[src/hw/rob_defs.svh]
`ifndef ROB_DEFS_SVH
`define ROB_DEFS_SVH

// number of buffer entries, kept a power of two
`define ROB_DEPTH 16

// nick width, log2 of the depth
`define ROB_NICK_W 4

// architectural register name width
`define ROB_REG_W 5

// result width
`define ROB_DATA_W 32

// pc width
`define ROB_ADDR_W 32

`endif

[src/hw/rob_pkg.sv]
`default_nettype none

`include "rob_defs.svh"

package rob_pkg;

    // how the head entry leaves the buffer
    typedef enum logic [1:0] {
        KIND_REG    = 2'd0,
        KIND_STORE  = 2'd1,
        KIND_BRANCH = 2'd2
    } commit_kind_e;

    typedef struct packed {
        commit_kind_e            kind;
        logic [`ROB_REG_W-1:0]   rd;
        logic                    pred_taken;
        // filled in by the execute writeback
        logic                    act_taken;
        logic                    done;
        logic [`ROB_DATA_W-1:0]  data;
        // redirect pc on mispredict
        logic [`ROB_ADDR_W-1:0]  target;
    } rob_entry_t;

endpackage

`default_nettype wire

[src/hw/rob_ifs.sv]
`timescale 1ns/1ps
`default_nettype none

`include "rob_defs.svh"

// allocation path plus retire/flush feedback from the commit side
interface rob_alloc_if;
    logic                   wr_en;
    logic [`ROB_NICK_W-1:0] wr_nick;
    rob_pkg::rob_entry_t    wr_entry;
    logic [`ROB_NICK_W:0]   count;
    logic                   retire;
    logic                   flush_now;

    modport alloc (output wr_en, wr_nick, wr_entry, count, input retire, flush_now);
    modport store (input wr_en, wr_nick, wr_entry, flush_now);
    modport ctrl (input count, output retire, flush_now);
endinterface

// one writeback port, strobe only
interface rob_wb_if;
    logic                   en;
    logic [`ROB_NICK_W-1:0] nick;
    logic [`ROB_DATA_W-1:0] data;
    logic                   taken;
    logic [`ROB_ADDR_W-1:0] target;

    modport src (output en, nick, data, taken, target);
    modport dst (input en, nick, data, taken, target);
endinterface

interface rob_head_if;
    logic [`ROB_NICK_W-1:0] head_nick;
    rob_pkg::rob_entry_t    head_entry;

    modport store (input head_nick, output head_entry);
    modport ctrl (output head_nick, input head_entry);
endinterface

`default_nettype wire

[src/hw/rob_alloc.sv]
`timescale 1ns/1ps
`default_nettype none

`include "rob_defs.svh"

module rob_alloc (
    input  wire                    clk,
    input  wire                    rst,
    input  wire                    alloc_valid,
    input  rob_pkg::commit_kind_e  alloc_kind,
    input  wire [`ROB_REG_W-1:0]   alloc_rd,
    input  wire                    alloc_pred_taken,
    output logic                   alloc_ready,
    output logic [`ROB_NICK_W-1:0] alloc_nick,
    output logic                   full,
    rob_alloc_if.alloc             a
);

    logic [`ROB_NICK_W-1:0] tail;
    logic [`ROB_NICK_W:0]   count;
    logic                   accept;

    assign full        = (count == `ROB_DEPTH);
    // no new entry while the buffer is being emptied
    assign alloc_ready = !full && !a.flush_now;
    assign accept      = alloc_valid && alloc_ready;
    assign alloc_nick  = tail;

    assign a.wr_en   = accept;
    assign a.wr_nick = tail;
    assign a.count   = count;

    // fresh entry, result fields wait for writeback
    always_comb begin
        a.wr_entry            = '0;
        a.wr_entry.kind       = alloc_kind;
        a.wr_entry.rd         = alloc_rd;
        a.wr_entry.pred_taken = alloc_pred_taken;
    end

    always_ff @(posedge clk) begin
        if (rst || a.flush_now) begin
            tail  <= '0;
            count <= '0;
        end else begin
            if (accept) begin
                tail <= tail + 1'b1;
            end
            case ({accept, a.retire})
                2'b10:   count <= count + 1'b1;
                2'b01:   count <= count - 1'b1;
                default: count <= count;
            endcase
        end
    end

    a_count_bound: assert property (@(posedge clk) disable iff (rst)
        count <= `ROB_DEPTH);

endmodule

`default_nettype wire

[src/hw/rob_commit_ctrl.sv]
`timescale 1ns/1ps
`default_nettype none

`include "rob_defs.svh"

module rob_commit_ctrl (
    input  wire                    clk,
    input  wire                    rst,
    rob_head_if.ctrl               h,
    rob_alloc_if.ctrl              a,
    output logic                   rf_en,
    output logic [`ROB_REG_W-1:0]  rf_rd,
    output logic [`ROB_DATA_W-1:0] rf_data,
    output logic [`ROB_NICK_W-1:0] rf_nick,
    output logic                   store_en,
    output logic [`ROB_NICK_W-1:0] store_nick,
    output logic                   flush,
    output logic [`ROB_ADDR_W-1:0] redirect_pc
);

    logic [`ROB_NICK_W-1:0] head;
    logic                   head_ready;
    logic                   is_store;
    logic                   mispredict;

    assign h.head_nick = head;

    assign head_ready = (a.count != '0) && h.head_entry.done;
    assign is_store   = (h.head_entry.kind == rob_pkg::KIND_STORE);
    assign mispredict = (h.head_entry.kind == rob_pkg::KIND_BRANCH) &&
                        (h.head_entry.act_taken != h.head_entry.pred_taken);

    assign a.retire    = head_ready;
    // a wrong branch still retires, but takes everything younger with it
    assign a.flush_now = head_ready && mispredict;

    always_ff @(posedge clk) begin
        if (rst) begin
            head     <= '0;
            rf_en    <= 1'b0;
            store_en <= 1'b0;
            flush    <= 1'b0;
        end else begin
            rf_en    <= head_ready && !is_store;
            store_en <= head_ready && is_store;
            flush    <= a.flush_now;
            if (a.flush_now) begin
                head <= '0;
            end else if (a.retire) begin
                head <= head + 1'b1;
            end
        end
    end

    // commit payload, qualified by the strobes above
    always_ff @(posedge clk) begin
        if (head_ready) begin
            if (is_store) begin
                store_nick <= head;
            end else begin
                rf_rd   <= h.head_entry.rd;
                rf_data <= h.head_entry.data;
                rf_nick <= head;
            end
            if (mispredict) begin
                redirect_pc <= h.head_entry.target;
            end
        end
    end

    // the mispredict edge leaves nothing allocated
    a_flush_empties: assert property (@(posedge clk) disable iff (rst)
        flush |-> (a.count == '0));

endmodule

`default_nettype wire

[src/hw/rob_entry_store.sv]
`timescale 1ns/1ps
`default_nettype none

`include "rob_defs.svh"

module rob_entry_store (
    input  wire        clk,
    input  wire        rst,
    rob_alloc_if.store a,
    rob_wb_if.dst      ex,
    rob_wb_if.dst      lsb,
    rob_head_if.store  h
);

    rob_pkg::rob_entry_t    mem [`ROB_DEPTH];
    // completion flags kept apart from the payload array
    logic [`ROB_DEPTH-1:0]  done_q;

    // payload writes, execute port last so it wins on a clash
    always_ff @(posedge clk) begin
        if (a.wr_en) begin
            mem[a.wr_nick] <= a.wr_entry;
        end
        if (lsb.en) begin
            mem[lsb.nick].data <= lsb.data;
        end
        if (ex.en) begin
            mem[ex.nick].data      <= ex.data;
            mem[ex.nick].act_taken <= ex.taken;
            mem[ex.nick].target    <= ex.target;
        end
    end

    always_ff @(posedge clk) begin
        if (rst || a.flush_now) begin
            done_q <= '0;
        end else begin
            if (a.wr_en) begin
                done_q[a.wr_nick] <= 1'b0;
            end
            if (lsb.en) begin
                done_q[lsb.nick] <= 1'b1;
            end
            if (ex.en) begin
                done_q[ex.nick] <= 1'b1;
            end
        end
    end

    // head view with the live done flag
    always_comb begin
        h.head_entry      = mem[h.head_nick];
        h.head_entry.done = done_q[h.head_nick];
    end

    // each allocated entry gets exactly one result
    a_ex_once: assert property (@(posedge clk) disable iff (rst)
        ex.en |-> !done_q[ex.nick]);

    a_lsb_once: assert property (@(posedge clk) disable iff (rst)
        lsb.en |-> !done_q[lsb.nick]);

endmodule

`default_nettype wire

[src/hw/rob_top.sv]
`timescale 1ns/1ps
`default_nettype none

`include "rob_defs.svh"

module rob_top (
    input  wire                    clk,
    input  wire                    rst,
    // allocation
    input  wire                    alloc_valid,
    output logic                   alloc_ready,
    input  rob_pkg::commit_kind_e  alloc_kind,
    input  wire [`ROB_REG_W-1:0]   alloc_rd,
    input  wire                    alloc_pred_taken,
    output logic [`ROB_NICK_W-1:0] alloc_nick,
    output logic                   full,
    // execute writeback
    input  wire                    ex_en,
    input  wire [`ROB_NICK_W-1:0]  ex_nick,
    input  wire [`ROB_DATA_W-1:0]  ex_data,
    input  wire                    ex_taken,
    input  wire [`ROB_ADDR_W-1:0]  ex_target,
    // load/store writeback
    input  wire                    lsb_en,
    input  wire [`ROB_NICK_W-1:0]  lsb_nick,
    input  wire [`ROB_DATA_W-1:0]  lsb_data,
    // commit
    output logic                   rf_en,
    output logic [`ROB_REG_W-1:0]  rf_rd,
    output logic [`ROB_DATA_W-1:0] rf_data,
    output logic [`ROB_NICK_W-1:0] rf_nick,
    output logic                   store_en,
    output logic [`ROB_NICK_W-1:0] store_nick,
    output logic                   flush,
    output logic [`ROB_ADDR_W-1:0] redirect_pc
);

    rob_alloc_if a_if ();
    rob_wb_if    ex_if ();
    rob_wb_if    lsb_if ();
    rob_head_if  h_if ();

    assign ex_if.en     = ex_en;
    assign ex_if.nick   = ex_nick;
    assign ex_if.data   = ex_data;
    assign ex_if.taken  = ex_taken;
    assign ex_if.target = ex_target;

    // load/store results carry no branch outcome
    assign lsb_if.en     = lsb_en;
    assign lsb_if.nick   = lsb_nick;
    assign lsb_if.data   = lsb_data;
    assign lsb_if.taken  = 1'b0;
    assign lsb_if.target = '0;

    rob_alloc i_alloc (
        .clk(clk), .rst(rst),
        .alloc_valid(alloc_valid), .alloc_kind(alloc_kind),
        .alloc_rd(alloc_rd), .alloc_pred_taken(alloc_pred_taken),
        .alloc_ready(alloc_ready), .alloc_nick(alloc_nick),
        .full(full), .a(a_if.alloc)
    );

    rob_entry_store i_store (
        .clk(clk), .rst(rst), .a(a_if.store),
        .ex(ex_if.dst), .lsb(lsb_if.dst), .h(h_if.store)
    );

    rob_commit_ctrl i_commit (
        .clk(clk), .rst(rst), .h(h_if.ctrl), .a(a_if.ctrl),
        .rf_en(rf_en), .rf_rd(rf_rd), .rf_data(rf_data), .rf_nick(rf_nick),
        .store_en(store_en), .store_nick(store_nick),
        .flush(flush), .redirect_pc(redirect_pc)
    );

endmodule

`default_nettype wire

[config.mk]
export PLATFORM = sky130hd
export DESIGN_NAME = rob_top
export DESIGN_NICKNAME = d
export VERILOG_FILES = /design/src/hw/rob_pkg.sv /design/src/hw/rob_ifs.sv /design/src/hw/rob_alloc.sv /design/src/hw/rob_commit_ctrl.sv /design/src/hw/rob_entry_store.sv /design/src/hw/rob_top.sv
export VERILOG_INCLUDE_DIRS = /design/src /design/src/hw
export SDC_FILE = /design/constraint.sdc
export NUM_CORES = 2
export LEC_CHECK = 0
export BUFFER_PORTS_ARGS = -buffer_cell sky130_fd_sc_hd__buf_2
export CORE_UTILIZATION = 48
export CTS_CLUSTER_SIZE = 16
export DETAILED_ROUTE_END_ITERATION = 10
export SYNTH_ARGS = -nofsm -noshare
export SYNTH_HDL_FRONTEND = slang
export SYNTH_HIERARCHICAL = 1
export SYNTH_SLANG_ARGS = --single-unit
export TNS_END_PERCENT = 100
[constraint.sdc]
create_clock -name clk -period 8 [get_ports clk]
set_input_delay 0.4 -clock clk [delete_from_list [all_inputs] [get_ports clk]]
set_output_delay 0.4 -clock clk [all_outputs]
set_load 0.01 [all_outputs]
==> results.md <==
* Status: finished with violations
* Failing checks: DRC
* Slew Limit Fails at 0
* Core Util, Final at a little over half
* Most frequent CP cell: inv_1
* Area of the core at ~130,000 sq um
* Worst path slowest cell: or3_2
* Final Critical Period at between 5 and 6 ns
* PwrDens at around 210 nW/um^2
* Critical path's largest stage delay at between 1 and 1.5 ns
* CTS clk-pin slew, worst paths at ~0.060 ns
* Number of CTS-inserted buffers at around 140
* GRT Overall Usage at between 30% and 40%
* Max rail drop VDD at 0.248 mV
* Crit-path max FO at 45
* Tcrit/Tclk final at 71.8%
* Vias at ~48,000
* Final WL at ~230,000 um
* Hpwl dp at around 120,000 um
* Die width at roughly 370 um
* Skew final at roughly 0.034 ns
* Die height at 369 um
* Postcts setup bufs at 0
* # Max-Cap Violations at 0
* DRC violations left at 48
* Initial DRC count at roughly 7,700
* Hold Path Stages at 1
* Clk_lat worst skew at about 0.8 ns
* CTS tree: done
* Vias in the first global route at between 40,000 and 50,000
* Met2 WL at around 100,000 um
* Tot Pwr at between 10,000 and 15,000 uW
* Drt wl/cell at approximately 35 um
* LEAKAGE at around 0.022 uW
* Filler cells at ~11,000
* CP Cell Sequence: mux4_2, a22oi_1, nand2_1, xor2_1, nand3b_1, nor2_4, inv_1, o211ai_4, inv_1, nand3b_1, or2_2, inv_1, or3_2
* Post-route setup TNS at 0 ns
* CP Buf/Inv Count at 3
* Fin area at between 70,000 and 80,000 sq um
* Largest net degree at the start of global routing at between 100 and 150
* Synth Area per Inst at ~13 sq um
* Dpl cell area at between 60,000 and 70,000 sq um
* Slew @ Worst Pin at approximately 1.3 ns
* Layout area overhead at 9.03%
* Vias per cell at 7.21
* Metal-1 WL at slightly below 90,000 um
* Port Buffers at roughly 200
* Unrepaired setup endpoints after global routing: false
* Die area at between 100,000 and 150,000 sq um
* Commonest non-fill, non-tap cell in the layout: edfxtp_1
* WHS Endpoint: i_store/mem[8][71]
* Kind of critical path: register to register
* R2R depth at 13
* Initial antenna violation count at 38
* CP top delay family: simple AND/OR/NAND/NOR gates
* Hold path start: alloc_rd[4]
* Nets at just under 5,000
* Final setup fails at 0
* Final hold violations at 0
* R2R setup slack at around 2.3 ns
* Pre-CTS setup slack at about 2.4 ns
* DRT antenna net count at 0
* Mapped Cells at approximately 5,000
* H-tree depth at 4
* Most frequent cells in the layout: edfxtp_1, nor2_1, a22o_1
* Rel. slew slack at 11.3%
* Type of origin of the critical path: register
* Layout cell share with drive strength beyond 1 at approximately a fifth
* I/O Pins at approximately 200
* Resized cells post-CTS at 0
* PnR worst setup slack at between 2 and 2.5 ns
* CTS Root Cell: clkbuf_16
* Routability congestion estimate at ~0.84
* CP endpoint kind: register
* Max Used Layer: met5
* Synth Cell Area at 64,700 sq um
* Synthesis Warnings at 6
* Worst r2r dst: i_store/mem[4][45]
* Hold Path Class: input port to register
* Initial Utilization at 48.4%
* DRT Pass-1 Iters at 10
* CTS sink cnt at 1,277
* First-pass GRT wire length at 332,000 um
* Rows at 134
* Critical Path AT at 6.15 ns
* Met3 wire length at roughly 34,000 um
* Bufs on Longest Clock Path at 3
* Total grt overflow at 0
* Worst endpoint required time at about 8.4 ns
* Fmax at 0.174 GHz
* FF-to-FF Start: i_commit/h.head_nick[0]
## state kept, by name, indices dropped and copies added (netlist names), 5 cells and up
register,flops
i_store/done_q,16
i_alloc/a.count,5
i_store/mem,1168
i_commit/redirect_pc,32
i_commit/rf_data,32
i_commit/rf_rd,5
## worst reg2reg max path: stages (launching register included)
cell and delay (ns):
dfxtp_4 0.96, mux4_2 0.64, a22oi_1 0.28, nand2_1 0.14, xor2_1 0.17, nand3b_1 0.28, nor2_4 0.05, inv_1 0.12
o211ai_4 0.14, inv_1 0.35, nand3b_1 0.30, or2_2 0.43, inv_1 0.36, or3_2 1.09
## power by group
part           switching [uW]  internal (uW)  total, uW
Combinational             771            316       1090
Sequential               58.1           7540       7590
Clock                    2750           3470       6220
Total                    3580          11300      14900
## how the worst max path moves through the flow
stage / endpoint / from / slack, ns / depth (start not counted)
floorplan: i_store/mem[0][32] / i_commit/h.head_nick[0] / 1.81 / 16
global placement: i_store/mem[4][44] / i_commit/h.head_nick[0] / 2.37 / 13
detailed placement: i_store/mem[4][44] / i_commit/h.head_nick[0] / 2.36 / 13
CTS: i_store/mem[4][44] / i_commit/h.head_nick[0] / 2.31 / 13
global route: i_store/mem[4][44] / i_commit/h.head_nick[0] / 2.01 / 13
finish: i_store/mem[4][45] / i_commit/h.head_nick[0] / 2.26 / 13
## per-layer routing
layer  vias up  track usage, %
li1      19005               -
met1     24088            45.9
met2      4065            50.6
met3       670            11.3
met4        29            12.8
met5         -           0.321
## metrics by stage
stage / hold WS, ns / instances
6_report: 0.0408 / 6639
5_1_grt: 0.0433 / 6628
4_1_cts: 0.00122 / 6617
3_5_place_dp: 0.469 / 6362
3_3_place_gp: 0.466 / 6362
2_1_floorplan: 0.454 / 5096
## cell type report
| type | instances | area [sq um] | area share [%] |
|---|---|---|---|
| Sequential cell | 1277 | 38000 | 53.9 |
| Multi-Input combinational cell | 2946 | 23700 | 33.6 |
| Clock buffer | 179 | 3700 | 5.25 |
| Tap cell | 1768 | 2210 | 3.14 |
| Timing Repair Buffer | 352 | 2170 | 3.07 |
| Clock inverter | 68 | 577 | 0.818 |
| Inverter | 27 | 101 | 0.144 |
| Antenna cell | 22 | 55.1 | 0.0781 |
## what timing repair did
action | in CTS | in global routing
hold endpoints to repair | 93 | 0
hold buffers | 8 | 0
endpoints found under the setup margin | 0 | 0
Note: power is estimated with default switching activity, not from simulation.
